==> config.mk <==
export PLATFORM = sky130hd
export DESIGN_NAME = axil_arbiter
export DESIGN_NICKNAME = d
export VERILOG_FILES = /design/src/source/hps_ext_pkg.sv /design/src/source/axil_arbiter.sv
export SDC_FILE = /design/constraint.sdc
export NUM_CORES = 1
export LEC_CHECK = 0
export ABC_AREA = 1
export BUFFER_PORTS_ARGS = -buffer_cell sky130_fd_sc_hd__buf_2
export CAP_MARGIN = 25
export CORE_AREA = 5 5 168 170
export CTS_CLUSTER_SIZE = 24
export DETAILED_ROUTE_END_ITERATION = 10
export DIE_AREA = 0 0 173 175
export HOLD_SLACK_MARGIN = 0.12
export PLACE_DENSITY = 0.47
export SLEW_MARGIN = 20
export SYNTH_ARGS = -nofsm -noshare
export SYNTH_HDL_FRONTEND = slang
export SYNTH_SLANG_ARGS = --single-unit
==> constraint.sdc <==
create_clock -name clk_sys -period 2.6 [get_ports clk_sys]
set_input_delay 0.13 -clock clk_sys [delete_from_list [all_inputs] [get_ports clk_sys]]
set_output_delay 0.13 -clock clk_sys [all_outputs]
set_load 0.05 [all_outputs]
==> src/source/hps_ext_pkg.sv <==
`default_nettype none

package hps_ext_pkg;

	// one word on the host extension bus
	typedef logic [15:0] io_word_t;
	// byte address and data word on the memory bus
	typedef logic [31:0] addr_t;
	typedef logic [31:0] data_t;
	// dma request lines in, status pulse lines out
	typedef logic [1:0] dma_line_t;

	// command codes sent as the first word of a transfer
	typedef enum logic [15:0] {
		cmd_dma_write  = 16'h0061,
		cmd_dma_read   = 16'h0062,
		cmd_dma_status = 16'h0063
	} ext_cmd_e;

	// header covers the two address words, stream covers everything after them
	typedef enum logic [1:0] {
		idle,
		header,
		stream,
		wait_read
	} ext_state_e;

	// everything a master drives on an AXI4-Lite port
	typedef struct packed {
		addr_t      awaddr;
		logic       awvalid;
		data_t      wdata;
		logic [3:0] wstrb;
		logic       wvalid;
		logic       bready;
		addr_t      araddr;
		logic       arvalid;
		logic       rready;
	} axil_req_t;

	// everything a slave drives back
	typedef struct packed {
		logic       awready;
		logic       wready;
		logic [1:0] bresp;
		logic       bvalid;
		logic       arready;
		data_t      rdata;
		logic [1:0] rresp;
		logic       rvalid;
	} axil_rsp_t;

endpackage

`default_nettype wire

==> src/source/axil_arbiter.sv <==
`default_nettype none

module axil_arbiter (
	input  wire                      clk_sys,
	input  wire                      rst_n,
	input  hps_ext_pkg::axil_req_t   host_req,
	output hps_ext_pkg::axil_rsp_t   host_rsp,
	input  hps_ext_pkg::axil_req_t   guest_req,
	output hps_ext_pkg::axil_rsp_t   guest_rsp,
	output hps_ext_pkg::axil_req_t   mem_req,
	input  hps_ext_pkg::axil_rsp_t   mem_rsp
);

	// grant_sel is 0 for the host and 1 for the guest
	// it keeps naming the last served master after the grant ends
	logic grant_valid;
	logic grant_sel;
	logic host_ask;
	logic guest_ask;
	logic sel_now;
	logic active;
	logic done;

	assign host_ask  = host_req.awvalid | host_req.arvalid;
	assign guest_ask = guest_req.awvalid | guest_req.arvalid;

	// a fresh request is routed in the same cycle, so the arbiter costs no latency
	always_comb begin
		if (grant_valid) begin
			sel_now = grant_sel;
		end else if (host_ask && guest_ask) begin
			sel_now = ~grant_sel;
		end else begin
			sel_now = guest_ask;
		end
	end

	assign active = grant_valid | host_ask | guest_ask;

	// the master that is not selected sees no ready and no valid at all
	assign mem_req   = !active ? '0 : (sel_now ? guest_req : host_req);
	assign host_rsp  = (active && !sel_now) ? mem_rsp : '0;
	assign guest_rsp = (active && sel_now) ? mem_rsp : '0;

	// the transaction ends on its write or read response handshake
	assign done = active && ((mem_rsp.bvalid && mem_req.bready) ||
		(mem_rsp.rvalid && mem_req.rready));

	always_ff @(posedge clk_sys or negedge rst_n) begin
		if (!rst_n) begin
			grant_valid <= 1'b0;
			// so the host wins the first tie after reset
			grant_sel   <= 1'b1;
		end else if (done) begin
			grant_valid <= 1'b0;
		end else if (!grant_valid && (host_ask || guest_ask)) begin
			grant_valid <= 1'b1;
			grant_sel   <= sel_now;
		end
	end

endmodule

`default_nettype wire

After elaboration in Yosys (flattened, before gate mapping)
Index checks and enable logic that the tools add are counted.
Word-level totals
  bits in registers: 2
  bits of input ports: 253
  output and inout port bits: 187
  logic and storage cells: 29
Cells by class
  mux-type cells: 8
  bitwise logic cells: 6
  reductions and logical operators: 13
Operator list (number)
  $mux 105: 2
  $mux 41: 2
  $logic_and 1x1->1: 7
  $mux 1: 4
  $or 1x1->1: 4
  $logic_not 1->1: 2
  $logic_or 1x1->1: 2
  $not 1->1: 2
  $reduce_and 2->1: 1
  $reduce_bool 2->1: 1

Depth between registers and ports, before layout
  depth in word-level cells: 11
  gate-level depth with buffers: 10
  depth with buffers taken out: 9

Worst setup path after synthesis
Ideal clock, no wire load.
  path type: register to output
  from: register grant_sel
  to: output mem_req[87] in the netlist's numbering
  data arrival time: 1787 ps
  required time: 2470 ps
  path slack: 683 ps
  stages on the path, launching flop included: 9
  buffers on the path: 2
  cell sequence: dfstp_2 o21ai_1 nand2_2 nand2_4 inv_4 buf_6 buf_6 nor2_1 nor2_1
RTL lines
  start: declaration: line axil_arbiter.sv:17  | logic grant_sel;
  start signal: assignment: line axil_arbiter.sv:58  | grant_sel <= sel_now;
  end: declaration: line axil_arbiter.sv:10  | output hps_ext_pkg::axil_req_t mem_req,

==> reports/results.md <==
| Parameter | Reported | Unit |
| --- | --- | --- |
| Main combinational cell family by area after synthesis | simple AND/OR/NAND/NOR gates | - |
| Startpoint kind of the worst setup timing path | register | - |
| Flop and latch count out of synthesis | 2 | - |
| Total detailed-routing wirelength | 17700 | um |
| Post-route cell area | 4760 | um^2 |
| XOR/XNOR share of the synthesized area | 0 | % |
| Final cell count without fillers | 1254 | - |
| Cell Area, Synth | 2160 | um^2 |
| Number of nets produced by synthesis | 755 | - |
| RSZ-0062 raised after global routing | false | - |
| Clock tree root buffer cell | sky130_fd_sc_hd__clkbuf_16 | - |
| Headroom to the max-slew limit | 70.1 | % |
| Maximum achievable frequency | 449 | MHz |
| Power density over cell area | 1680 | nW/um^2 |
| Via count of the first global-routing pass | 4563 | - |
| Worst IR Drop VDD | 0.792 | mV |
| Final setup fails | 0 | - |
| Result of the run | completed | - |
| Critical Path Fanout Max | 40 | - |
| Synth Instances | 502 | - |
| Count of cell types in the netlist | 21 | - |
| Post-Place Cells | 1247 | - |
| Sequential Power Share | 0.8 | % |
| Vertical die dimension | 175 | um |
| Starting DRC count in detailed routing | 182 | - |
| GRT overflow | 0 | - |
| Sequential element share of the synthesized area | 2.38 | % |
| Die extent in x | 173 | um |
| Global routing usage summed across all routing layers | 10.5 | % |
| Post-cts resize count | 0 | - |
| Maximum number of pins on one net before global-route repair | 94 | - |
| Post-layout total power | 7.99 | mW |
| Max-cap violations | 0 | - |
| Path type of the worst setup path | register to output port | - |
| Static leakage | 2.95 | nW |
| Post-synthesis simple-gate area fraction | 56.0 | % |
| Setup tns final | 0 | ps |
| Core region area | 26600 | um^2 |
| Number of ports placed on the die boundary | 440 | - |
| Switching share of total power | 78.2 | % |
| Data required time at the worst endpoint | 2470 | ps |
| Max Slew Vio Count | 0 | - |
| Tightest Pin Transition | 448 | ps |
| Number of buffers created by CTS | 3 | - |
| Mux contribution to synthesized area | 0 | % |
| Min Tclk post-route | 2230 | ps |
| Latest clock arrival within the worst-skew pair | 220 | ps |
| Endpoint class of the critical path | output port | - |
| Share of cells above drive strength 1 | 49.8 | % |
| CTS tree | done | - |
| Internal Power | 1.74 | mW |
| Number of clock sinks seen by CTS | 2 | - |
| Most used cells in the layout excluding fill and tap cells | sky130_fd_sc_hd__buf_2 (439), sky130_fd_sc_hd__nor2_1 (286), sky130_fd_sc_hd__o21ai_0 (94) | - |
| Area added between synthesis and finish | 120 | % |
| Clock skew after layout | 3.35 | ps |
| Data arrival time of the worst path | 2100 | ps |
| Die footprint | 30300 | um^2 |
| Complex-gate fraction of the synthesized area | 23.9 | % |
| Via Count | 4623 | - |
| Fraction of power consumed by the clock network | 3.0 | % |
| Average wire length per cell after detail routing | 14.1 | um |
| Estimated wirelength of the detail-placed design | 15200 | um |
| Buffers inserted by post-CTS timing repair | 0 | - |
| Initial DRT Pass Iterations | 4 | - |
| NetSw | 6.25 | mW |
| Initial core utilization | 8.12 | % |
| Leading cell type in the layout, fill and taps excluded | sky130_fd_sc_hd__buf_2 | - |
| Final layout net count | 1165 | - |
| Number of buffers on the longest clock path | 2 | - |
| Final Hold Violating Endpoints | 0 | - |
| FP Rows | 60 | - |
| Syn Area/Cell | 4.30 | um^2 |
| Gp weighted congestion | 0.851 | - |
| Worst hold path class | input pin to async pin | - |
| Reg clk slew, reported paths | 30 | ps |
| H-tree level count | 1 | - |
| Vias/cell | 3.69 | - |
| First-pass GRT wire length | 25400 | um |
| Post-detailed-route count of antenna-violating nets | 0 | - |
| DR DRC count | 0 | - |
| Hold-fix buffer count after cts | 1 | - |
| Placed Instance Area | 4660 | um^2 |
| Filler cell count in the final layout | 3178 | - |
| Initial antenna violation count | 5 | - |
| Part of the power in combinational logic | 96.2 | % |
| Crit share post-route | 85.6 | % |
| Post-Synth Adder-Cell Area | 0 | % |
| I/O Buffers | 439 | - |
| Ys Warns | 0 | - |
power by group through the flow:
| stage | Clock, mW | Combinational (mW) | Sequential, mW |
|---|---|---|---|
| after floorplan | 0 | 6.01 | 0.0581 |
| after global placement | 0 | 7.80 | 0.0608 |
| after detailed placement | 0 | 7.78 | 0.0609 |
| after CTS | 0.243 | 7.79 | 0.0611 |
| after global routing | 0.248 | 8.14 | 0.0621 |
| final | 0.240 | 7.69 | 0.0611 |
worst max-delay path, cell delays in order (launching register included):
cell and delay (ps):
sky130_fd_sc_hd__dfstp_2 530, sky130_fd_sc_hd__o21ai_1 70, sky130_fd_sc_hd__nand2_2 110, sky130_fd_sc_hd__nand2_4 130, sky130_fd_sc_hd__inv_4 110, sky130_fd_sc_hd__buf_4 380, sky130_fd_sc_hd__nor2_1 150, sky130_fd_sc_hd__nor2_1 120
sky130_fd_sc_hd__buf_2 260
through the flow:
stage	hold WS [ps]	setup slack (ps)	utilization (%)
final	251	374	17.9
after global routing	286	209	17.9
after CTS	271	331	17.9
after detailed placement	-71.9	568	17.5
after global placement	-79.7	563	17.5
after floorplan	-166	683	-
layer usage:
metal	GRT usage, %	up-vias	part of all wire [%]
li1	-	2360	-
met4	4.06	4	3.1
met1	11.3	1933	37
met2	19.0	296	49
met3	3.44	30	11
met5	0	-	0.15
area by class of cell:
cell class	instances	area (um^2)	share of cell area, %
timing repair buffer	446	2290	48.1
multi-input combinational	414	1730	36.4
tap	341	427	8.97
inverter	45	171	3.60
clock buffer	4	78.8	1.66
sequential	2	51.3	1.08
antenna	2	5.00	0.105
final timing paths:
| kind | start | to | slack (ps) | cells after the start |
|---|---|---|---|---|
| worst max-delay path | grant_sel | mem_req[42] | 370 | 8 |
| worst max register to register | grant_sel | grant_valid | 760 | 7 |
| worst min register to register | grant_sel | grant_sel | 470 | 2 |
| worst min-delay path | rst_n | grant_valid | 250 | 2 |
| max in group asynchronous | rst_n | grant_sel | 2150 | 2 |
| min in group clk_sys | mem_rsp[36] | grant_sel | 410 | 5 |
sequential cells by signal, summed over array words and instances (netlist names):
register / flops
grant_valid: 1
grant_sel: 1
cell families (layout without fill, tap and decap cells):
| family | after synthesis | count (layout) |
|---|---|---|
| other | 0 | 2 |
| AND/OR/NAND/NOR | 311 | 311 |
| buffers and inverters | 86 | 495 |
| AO/OA/AOI/OAI | 103 | 103 |
| flip-flops | 2 | 2 |
cells in the mapped netlist (all sizes together):
cell type    n  area [um^2]
dfrtp        1         25.0
and3         3         18.8
buf         25          150
nand3        2         10.0
nand4        3         18.8
nand2       14         62.6
nor2       287         1080
o21ai      102          510
dfstp        1         26.3
clkbuf      16         61.3
inv         45          171
nand3b       2         18.8
a21oi        1         5.00
Power figures use the tool's default switching activity.
