## config.mk

```make
export PLATFORM = sky130hd
export DESIGN_NAME = hps_ext
export DESIGN_NICKNAME = d
export VERILOG_FILES = /design/src/source/hps_ext_pkg.sv /design/src/source/hps_ext.sv
export SDC_FILE = /design/constraint.sdc
export NUM_CORES = 1
export LEC_CHECK = 0
export BUFFER_PORTS_ARGS = -buffer_cell sky130_fd_sc_hd__buf_2
export CELL_PAD_IN_SITES_DETAIL_PLACEMENT = 1
export CELL_PAD_IN_SITES_GLOBAL_PLACEMENT = 1
export CORE_MARGIN = 2
export CORE_UTILIZATION = 42
export CTS_CLUSTER_DIAMETER = 100
export DETAILED_ROUTE_END_ITERATION = 6
export HOLD_SLACK_MARGIN = 0.03
export PLACE_DENSITY_LB_ADDON = 0.2
export SYNTH_ARGS = -nofsm -noshare
export SYNTH_HDL_FRONTEND = slang
export SYNTH_SLANG_ARGS = --single-unit
```

## constraint.sdc

```tcl
create_clock -name clk_sys -period 2.55 [get_ports clk_sys]
set_input_delay 0.3825 -clock clk_sys [delete_from_list [all_inputs] [get_ports clk_sys]]
set_output_delay 0.3825 -clock clk_sys [all_outputs]
set_load 0.02 [all_outputs]
```

## src/source/hps_ext_pkg.sv

```systemverilog
`default_nettype none

package hps_ext_pkg;

	// one word on the host extension bus
	typedef logic [15:0] io_word_t;
	// byte address and data word on the memory bus
	typedef logic [31:0] addr_t;
	typedef logic [31:0] data_t;
	// dma request lines in, status pulse lines out
	typedef logic [1:0] dma_line_t;

	// command codes sent as the first word of a transfer
	typedef enum logic [15:0] {
		cmd_dma_write  = 16'h0061,
		cmd_dma_read   = 16'h0062,
		cmd_dma_status = 16'h0063
	} ext_cmd_e;

	// header covers the two address words, stream covers everything after them
	typedef enum logic [1:0] {
		idle,
		header,
		stream,
		wait_read
	} ext_state_e;

	// everything a master drives on an AXI4-Lite port
	typedef struct packed {
		addr_t      awaddr;
		logic       awvalid;
		data_t      wdata;
		logic [3:0] wstrb;
		logic       wvalid;
		logic       bready;
		addr_t      araddr;
		logic       arvalid;
		logic       rready;
	} axil_req_t;

	// everything a slave drives back
	typedef struct packed {
		logic       awready;
		logic       wready;
		logic [1:0] bresp;
		logic       bvalid;
		logic       arready;
		data_t      rdata;
		logic [1:0] rresp;
		logic       rvalid;
	} axil_rsp_t;

endpackage

`default_nettype wire

```

## src/source/hps_ext.sv

```systemverilog
`default_nettype none

module hps_ext (
	input  wire                      clk_sys,
	input  wire                      rst_n,
	input  hps_ext_pkg::io_word_t    io_din,
	input  wire                      io_strobe,
	input  wire                      io_enable,
	output hps_ext_pkg::io_word_t    io_dout,
	output logic                     dout_en,
	output logic                     busy,
	input  hps_ext_pkg::dma_line_t   dma_req,
	output hps_ext_pkg::dma_line_t   dma_status,
	output hps_ext_pkg::axil_req_t   host_req,
	input  hps_ext_pkg::axil_rsp_t   host_rsp
);

	hps_ext_pkg::ext_state_e state;
	// counts the command word and the two address words, then saturates
	logic [1:0]                      word_cnt;
	hps_ext_pkg::io_word_t           cmd;
	// low or high half of the current 32-bit word
	logic                            hilo;
	hps_ext_pkg::addr_t              addr;
	hps_ext_pkg::io_word_t           wdata_lo;
	hps_ext_pkg::data_t              wdata;
	hps_ext_pkg::io_word_t           rd_hi;
	logic                            awvalid;
	logic                            wvalid;
	logic                            arvalid;

	// responses are always taken at once, so busy alone throttles the host
	assign host_req.awaddr  = addr;
	assign host_req.awvalid = awvalid;
	assign host_req.wdata   = wdata;
	assign host_req.wstrb   = 4'hf;
	assign host_req.wvalid  = wvalid;
	assign host_req.bready  = 1'b1;
	assign host_req.araddr  = addr;
	assign host_req.arvalid = arvalid;
	assign host_req.rready  = 1'b1;

	always_ff @(posedge clk_sys or negedge rst_n) begin
		if (!rst_n) begin
			state      <= hps_ext_pkg::idle;
			word_cnt   <= '0;
			cmd        <= '0;
			hilo       <= 1'b0;
			addr       <= '0;
			wdata_lo   <= '0;
			wdata      <= '0;
			rd_hi      <= '0;
			io_dout    <= '0;
			dout_en    <= 1'b0;
			busy       <= 1'b0;
			dma_status <= '0;
			awvalid    <= 1'b0;
			wvalid     <= 1'b0;
			arvalid    <= 1'b0;
		end else begin
			// the status lines only pulse for the cycle after a strobe
			dma_status <= '0;

			// channel handshakes run on even if the host drops io_enable
			if (awvalid && host_rsp.awready) begin
				awvalid <= 1'b0;
			end
			if (wvalid && host_rsp.wready) begin
				wvalid <= 1'b0;
			end
			if (arvalid && host_rsp.arready) begin
				arvalid <= 1'b0;
			end
			// a finished write moves the block pointer to the next word
			if (host_rsp.bvalid) begin
				busy <= 1'b0;
				addr <= addr + 32'd4;
			end
			if (host_rsp.rvalid) begin
				busy  <= 1'b0;
				rd_hi <= host_rsp.rdata[31:16];
			end

			if (!io_enable) begin
				state    <= hps_ext_pkg::idle;
				word_cnt <= '0;
				hilo     <= 1'b0;
				io_dout  <= '0;
				dout_en  <= 1'b0;
			end else if (state == hps_ext_pkg::wait_read) begin
				// the low half is shown as soon as the read data is in
				if (host_rsp.rvalid) begin
					io_dout <= host_rsp.rdata[15:0];
					state   <= hps_ext_pkg::stream;
				end
			end else if (io_strobe) begin
				if (word_cnt != 2'd3) begin
					word_cnt <= word_cnt + 2'd1;
				end
				case (state)
					hps_ext_pkg::idle: begin
						cmd     <= io_din;
						hilo    <= 1'b0;
						io_dout <= '0;
						dout_en <= (io_din == hps_ext_pkg::cmd_dma_write) ||
							(io_din == hps_ext_pkg::cmd_dma_read) ||
							(io_din == hps_ext_pkg::cmd_dma_status);
						// only the block commands carry an address
						if ((io_din == hps_ext_pkg::cmd_dma_write) ||
							(io_din == hps_ext_pkg::cmd_dma_read)) begin
							state <= hps_ext_pkg::header;
						end else begin
							state <= hps_ext_pkg::stream;
						end
					end
					hps_ext_pkg::header: begin
						if (word_cnt == 2'd1) begin
							addr[15:0] <= io_din;
						end else begin
							addr[31:16] <= io_din;
							state       <= hps_ext_pkg::stream;
						end
					end
					default: begin
						case (cmd)
							hps_ext_pkg::cmd_dma_write: begin
								hilo <= ~hilo;
								if (!hilo) begin
									wdata_lo <= io_din;
								end else begin
									// high half completes the word, so issue the write
									wdata   <= {io_din, wdata_lo};
									awvalid <= 1'b1;
									wvalid  <= 1'b1;
									busy    <= 1'b1;
								end
							end
							hps_ext_pkg::cmd_dma_read: begin
								hilo <= ~hilo;
								if (!hilo) begin
									arvalid <= 1'b1;
									busy    <= 1'b1;
									state   <= hps_ext_pkg::wait_read;
								end else begin
									io_dout <= rd_hi;
									addr    <= addr + 32'd4;
								end
							end
							hps_ext_pkg::cmd_dma_status: begin
								io_dout    <= hps_ext_pkg::io_word_t'(dma_req);
								dma_status <= io_din[1:0];
							end
							// unknown commands swallow their words
							default: begin
							end
						endcase
					end
				endcase
			end
		end
	end

endmodule

`default_nettype wire

```

; Word-level counts from Yosys, hierarchy flattened
; Cells that the tools add are included.
[totals]
regBits = 140
in_bits = 63
output_inout_bits = 125
word_cells = 133
[classes]
n_addsub = 2
eq_ne = 24
mux = 73
n_bitwise = 3
reduce_logical = 16
[op_table]
columns = operator, n
row1 = $mux W32, 6
row2 = $mux W16, 7
row3 = $eq A16 B7 Y1 const B, 6
row4 = $pmux W16 S2, 2
row5 = $pmux W32 S2, 1
row6 = $mux W1, 37
row7 = $mux W2, 17
row8 = $add A32 B3 Y32 const B, 1
row9 = $reduce_and A6 Y1, 2
row10 = $ne A5 B1 Y1 const B, 2
row11 = $reduce_and A5 Y1, 2
row12 = $ne A2 B2 Y1 const B, 4
row13 = $reduce_and A4 Y1, 2
row14 = $ne A3 B2 Y1 const B, 2
row15 = $ne A3 B3 Y1 const B, 2
row16 = $reduce_and A3 Y1, 2
row17 = $ne A5 B2 Y1 const B, 1
row18 = $ne A5 B4 Y1 const B, 1
row19 = $eq A2 B1 Y1 const B, 2
row20 = $ne A2 B1 Y1 const B, 2
row21 = $ne A4 B4 Y1 const B, 1
row22 = $pmux W1 S2, 2
row23 = $pmux W2 S2, 1
row24 = $reduce_or A2 Y1, 2
row25 = 6 further kinds, 11

; Depth between registers and ports, before layout
; Gate-level depths: netlist (run 1).
[depth]
word_depth = 8
mapped_depth = 9
ltp_nobuf = 8

; Least setup slack after synthesis (run 1)
; Ideal clock, no wire load.
[synth_path]
path_kind = reg-to-reg
start = register addr[2]
end = register addr[22]
setup_time_ns = 0.123
t_arrival_ns = 2.067
t_required_ns = 2.427
slack_ns = 0.360
stages_incl_launch_ff = 8
n_path_buf = 0
period_less_slack_ns = 2.190
path_cell_list = dfrtp_1 > ha_1 > nand4_1 > nor4_2 > nand2_2 > nor3b_1 > xor2_1 > o221a_2
[synth_via]
elab_chain_len = 8
elab_cells_between_ends = 9
cone_classes = 1 x add/sub / 8 x mux
[synth_lines]
columns = element, line
row1 = "start, declared", hps_ext.sv:24  ; hps_ext_pkg::addr_t addr;
row2 = "start signal, assigned", hps_ext.sv:77  ; addr <= addr + 32'd4;
row3 = "start signal, assigned", hps_ext.sv:118  ; addr[15:0] <= io_din;
row4 = "start signal, assigned", hps_ext.sv:146  ; addr <= addr + 32'd4;
row5 = $add A32 B3 Y32 (*), "hps_ext.sv:77, hps_ext.sv:146"
row6 = $mux W32, hps_ext.sv:75  ; if (host_rsp.bvalid) begin
row7 = $mux W32, hps_ext.sv:140  ; if (!hilo) begin
row8 = $mux W32, hps_ext.sv:125  ; case (cmd)
row9 = $pmux W32 S2, hps_ext.sv:100  ; case (state)
row10 = $mux W32, hps_ext.sv:96  ; end else if (io_strobe) begin
row11 = $mux W32, hps_ext.sv:90  ; end else if (state == hps_ext_pkg::wait_read) begin
row12 = $mux W32 (*), hps_ext.sv:84  ; if (!io_enable) begin
; Mark *: on every way between the ends. The rest lies on a longest branch, timed or not.
; A chain may end at the register's enable or synchronous reset.

; Worst setup path after layout (run 1)
[layout_path]
start = register addr[3]
end = register addr[22]
; The elaborated chain is that of the path after synthesis.

==> qor.yml, run 1 <==
sta:
  max_freq_mhz: 423.1
  hold_viol_final: 0
  maxSlewHeadroom: 0.4931
  skew_ps: 9.328
  slew_viol_final: 0
  setup_violations: 0
  worst_pin_slew_ps: 757.0
  timing.final.crit_share: 0.9269
  rsz0062_at_grt: "false"
  period_needed_ps: 2364
  setup_tns_ps: 0
logic_synthesis:
  postSynth.asyncResetShare: 1.000
  synth_warnings: 0
  syn-instance-count: 717
  ys_seq_area_frac: 0.4603
  synth.top_cell.area_share: 0.4603
  yosys_most_used_dff: "dfrtp_1"
  yosysUniqueCellTypes: 76
  yosysTopAreaCell: "dfrtp_1"
  synth_area_per_cell_sq_um: 10.62
  synth_area_sq_mm: 0.007611
  synth.area.top_cells: "dfrtp_1 (46%), mux2_2 (7.5%), mux2_1 (4.3%)"
  synthTopCellsByCount: "dfrtp_1 (140), nand2_1 (55), mux2_2 (51)"
  ys_ff_latch: 140
  synth_edf_count: 0
  synth_most_common_cell: "dfrtp_1"
worst_hold_path:
  min_path_type: "input port to flip-flop"
worst_setup_path:
  cp_slowest_cell: "dfrtp_1"
  critical_path_required_ps: 2860
  critical_path_buf_inv_count: 0
  worst_setup_path_start_kind: "flip-flop"
  crit_chain: "ha_1, nand4_1, nor4_2, nand2_2, nor3b_1, xor2_1, o221a_2"
  crit_fanout: 10
  crit_path_end_kind: "flip-flop"
  worstPathArrival_ps: 2670
  crit_family: "simple AND/OR/NAND/NOR gates"
  slowest_delay_ps: 480
  criticalPathCategory: "flip-flop to flip-flop"
floorplan:
  dieArea_sq_mm: 0.01921
  start_util: 0.4266
  die_y_um: 138.6
  die_w_um: 138.6
  io_pins: 188
  fp.coreArea_sq_mm: 0.01784
  rows: 49
finish:
  ff_latch_area_sq_mm: 0.003503
  fill_cells: 2022
  multi_input_comb_area_sq_mm: 0.003607
  syn2layout_area_growth_pct: 21.42
  fin_nets: 952
  drive_gt1_frac: 0.3693
placed_design:
  place.gp.congestion: 0.8689
  io_buffers: 177
  dpl.hpwl_mm: 17.59
job:
  max-cap-violations: 0
cts:
  cts_tree: "yes"
  cts.sinks: 140
  cts_made_buffers: 17
  root_buffer: "clkbuf_16"
  h-tree-depth: 4
  worstSkewPairLatency_ps: 420
  cts_buffer_depth: 2
  clkSlewWorstSetupHoldPaths_ps: 60
detailed_routing:
  via_per_inst: 5.736
  via_count: 6476
  final_antenna_net_count: 0
  first_iter_violations: 409
  dr.pass1.iters: 5
  wl_mm: 24.98
  wl_per_cell_um: 22.13
  drc: 0
global_routing:
  grt_antenna_before_repair: 2
  track_usage: 0.2631
  grt_overflow: 0
  grt_pass1_wl_mm: 39.54
  grt_max_degree: 51
  grt_pass1_vias: 6921
pwr:
  finalPower_mw: 6.408
  irDropWorstVdd_mv: 0.4863
  powerDensity_mw_per_mm2: 693.4
  p_leak_nw: 4.311
run_status:
  status: "completed"
registers in the layout, summed over array words and instances, names as in the netlist, 16 cells and up:
signal	flops
cmd	16
wdata_lo	16
rd_hi	16
io_dout	16
wdata	32
addr	32
path summary, 6_finish.rpt:
kind | start | to | slack, ps | depth (start not counted)
min in group asynchronous | rst_n | addr[16] | 430 | 2
worst min register to register | io_dout[13] | io_dout[13] | 490 | 1
worst min-delay path | host_rsp[40] | awvalid | 130 | 2
worst max register to register | addr[3] | addr[22] | 190 | 7
max in group asynchronous | rst_n | rd_hi[15] | 1350 | 3
worst max-delay path | addr[3] | addr[22] | 190 | 7
per-layer routing:
| layer | part of all wire | global-route usage |
|---|---|---|
| met5 | 0 | 0 |
| met4 | 0.018 | 0.07762 |
| met3 | 0.046 | 0.05041 |
| met2 | 0.51 | 0.4557 |
| met1 | 0.43 | 0.3374 |
placed cells by master, fill, tap and decap left out, drive strengths merged, types with 20 or more instances in the layout:
cell type | netlist | routed
o21ai | 35 | 35
a22oi | 20 | 20
clkbuf | 15 | 20
dfrtp | 140 | 140
nand3 | 20 | 20
nor3 | 23 | 23
nand2 | 58 | 58
buf | 61 | 220
mux2 | 80 | 80
nor2 | 42 | 42
xnor2 | 34 | 34
a21oi | 29 | 29
metrics by stage:
stage	instances	hold slack, ps	worst slack, ps	util	area (sq um)
floorplan	722	86.91	360.5	-	7630
global placement	1095	307.0	219.8	0.4856	8663
detailed placement	1095	309.5	147.3	0.4856	8663
CTS	1128	116.0	113.1	0.5177	9236
global route	1129	140.9	41.66	0.5180	9241
finish	1129	134.2	186.3	0.5180	9241
power by group:
part	internal [mW]	switching, mW	leakage, nW
Combinational	0.532	0.849	2.20
Sequential	2.41	0.247	1.83
Clock	1.32	1.05	0.274
final cells by class:
class,count,share of cell area
Tap cell,229,0.03100
Inverter,11,0.004468
Sequential cell,140,0.3791
Clock buffer,20,0.04942
Clock inverter,12,0.01151
Multi-Input combinational cell,495,0.3903
Antenna cell,1,0.0002708
Timing Repair Buffer,221,0.1339
worst register-to-register path, delay by kind of cell (launching register included):
| family | cells | cell delay, ps |
|---|---|---|
| DFF | 1 | 480 |
| xor gates and xnor gates | 1 | 110 |
| AOI/OAI and AO/OA | 1 | 250 |
| adders and majority gates | 1 | 220 |
| and+or+nand+nor | 4 | 1190 |
cells by family after synthesis:
logic type	count (synthesis)	share of synthesized area
other cells	1	0.0004927
fa+ha+maj	3	0.004932
simple gates	208	0.1563
buf+inv	87	0.06855
compound gates	150	0.1353
mux	83	0.1223
xor+xnor	45	0.05178
flops	140	0.4603
repair_timing:
| action | CTS | global route |
|---|---|---|
| endpoints found under the hold margin | 32 | 0 |
| hold buffers | 1 | 0 |
| buffers inserted | 0 | 0 |
| setup endpoints to repair | 0 | 15 |
| resized for setup | 0 | 1 |
Power figures use the tool's default switching activity.
==> inputs of run 2 (changes only) <==
--- a/config.mk
+++ b/config.mk
@@ -5,7 +5,7 @@
 export SDC_FILE = /design/constraint.sdc
 export NUM_CORES = 1
 export LEC_CHECK = 0
-export BUFFER_PORTS_ARGS = -buffer_cell sky130_fd_sc_hd__buf_2
+export BUFFER_PORTS_ARGS = -buffer_cell sky130_fd_sc_hd__buf_4
 export CELL_PAD_IN_SITES_DETAIL_PLACEMENT = 1
 export CELL_PAD_IN_SITES_GLOBAL_PLACEMENT = 1
 export CORE_MARGIN = 2
==> run 2 against run 1 <==
Final cell count shrank 0.18%. Global-route usage is 1.1 points lower. First-iteration DRC count shrank 22%. Wire length is 1.8% lower. Fmax is 0.41% lower. Worst setup slack worse by 9.8 ps. Register-to-register slack about the same. Critical endpoint unchanged. Sequential power is essentially flat. Critical path depth is the same. Die area unchanged. Utilization rose by 2.6 points. Largest cell class unchanged.
==> qor.yml, run 2 (synthesis results as in run 1) <==
cts:
  worstSkewPairLatency_ps: 430
  cts.sinks: 140
  cts_tree: "yes"
  clkSlewWorstSetupHoldPaths_ps: 60
  h-tree-depth: 4
  cts_setup_buffers: 0
  cts_buffer_depth: 2
  cts_made_buffers: 17
  root_buffer: "clkbuf_16"
worst_setup_path:
  crit_path_start: "addr[2]"
  criticalPathCategory: "flip-flop to flip-flop"
  cp_slowest_cell: "dfrtp_1"
  r2r_start: "addr[2]"
  crit_fanout: 10
  worstPathArrival_ps: 2680
  crit_chain: "ha_1, nand4_1, nor4_2, nand2_2, nor3b_1, xor2_1, o221a_2"
  crit_family: "simple AND/OR/NAND/NOR gates"
  critical_path_required_ps: 2860
  critical_path_buf_inv_count: 0
  worst_setup_path_start_kind: "flip-flop"
  slowest_delay_ps: 420
  crit_path_end_kind: "flip-flop"
finish:
  drive_gt1_frac: 0.3679
  fin_nets: 950
  fill_cells: 1934
  reg_top3: "addr x32, wdata x32"
  final_common_cell: "buf_4"
  syn2layout_area_growth_pct: 27.57
  fin_util: 0.5442
  final_cell_mix: "buf_4 (216), dfrtp_1 (140), nand2_1 (55)"
detailed_routing:
  wl_mm: 24.54
  dr.pass1.iters: 5
  first_iter_violations: 321
  final_antenna_net_count: 0
  drc: 0
  via_per_inst: 5.779
  via_count: 6513
  wl_per_cell_um: 21.77
job:
  max-cap-violations: 0
global_routing:
  grt_max_degree: 60
  track_usage: 0.2525
  grt_antenna_before_repair: 0
  grt_pass1_vias: 6762
  grt_pass1_wl_mm: 38.20
  grt_overflow: 0
sta:
  worst_pin_slew_ps: 754.6
  timing.final.crit_share: 0.9308
  period_needed_ps: 2374
  slew_viol_final: 0
  setup_violations: 0
  rsz0062_at_grt: "false"
  maxSlewHeadroom: 0.4947
  setup_tns_ps: 0
  skew_ps: 14.19
  holdWs_ps: 154.7
  fin_ws_ps: 176.5
  max_freq_mhz: 421.3
  hold_viol_final: 0
floorplan:
  io_pins: 188
  start_util: 0.4266
  dieArea_sq_mm: 0.01921
  die_w_um: 138.6
  die_y_um: 138.6
  rows: 49
  fp.coreArea_sq_mm: 0.01784
worst_hold_path:
  min_path_type: "input port to flip-flop"
  worst_hold_startpoint: "host_rsp[35]"
pwr:
  seqPwrFrac: 0.391
  p_sw_mw: 2.102
  p_int_mw: 4.654
  irDropWorstVdd_mv: 0.4178
  clock_power_share: 0.381
  p_leak_nw: 4.391
  powerDensity_mw_per_mm2: 695.8
  finalPower_mw: 6.756
  p_sw_frac: 0.3111
  combPwrFrac: 0.228
placed_design:
  place.gp.congestion: 0.8601
  io_buffers: 177
  dpl.hpwl_mm: 17.30
  post-place-ws_ps: 110.2
run_status:
  status: "completed"
==> run 2: timing repair <==
item	4_1_cts	5_1_grt
hold buffers	1	0
gates resized for setup	0	1
setup endpoints to repair	0	16
endpoints found under the hold margin	57	0
==> run 2: path summary, 6_finish.rpt <==
kind	to	slack [ps]	cells past startpoint
setup / recovery	addr[22]	180	7
hold / removal	arvalid	150	2
setup reg to reg	addr[22]	180	7
hold reg to reg	wdata_lo[10]	490	1
max in group asynchronous	addr[28]	1180	3
min in group asynchronous	addr[12]	510	2
==> run 2: routing by layer <==
layer	vias up	share of wire	track usage
met1	3344	0.42	0.3266
met5	-	0	0
li1	2903	-	-
met4	0	0.021	0.08028
met2	228	0.51	0.4317
met3	38	0.056	0.04765
==> run 2: metrics by stage <==
| stage | instances | area, sq um |
|---|---|---|
| after floorplan | 722 | 7630 |
| after global placement | 1093 | 9089 |
| after detailed placement | 1093 | 9089 |
| after CTS | 1126 | 9704 |
| after global routing | 1126 | 9707 |
| final | 1127 | 9709 |
==> run 2: cell type report <==
class,count,area [sq um],area share
Clock buffer,19,442.9,0.04562
Clock inverter,13,162.7,0.01675
Timing Repair Buffer,219,1663,0.1713
Tap cell,229,286.5,0.02951
Inverter,11,41.29,0.004253
Multi-Input combinational cell,495,3607,0.3715
Sequential cell,140,3503,0.3608
Antenna cell,1,2.502,0.0002577
==> run 2: power by group through the flow <==
stage	Sequential [mW]	Clock, mW	Combinational, mW
after floorplan	2.77	0	0.835
after global placement	2.66	0	1.50
after detailed placement	2.68	0	1.54
after CTS	2.64	2.60	1.55
after global routing	2.67	2.71	1.64
final	2.64	2.57	1.54
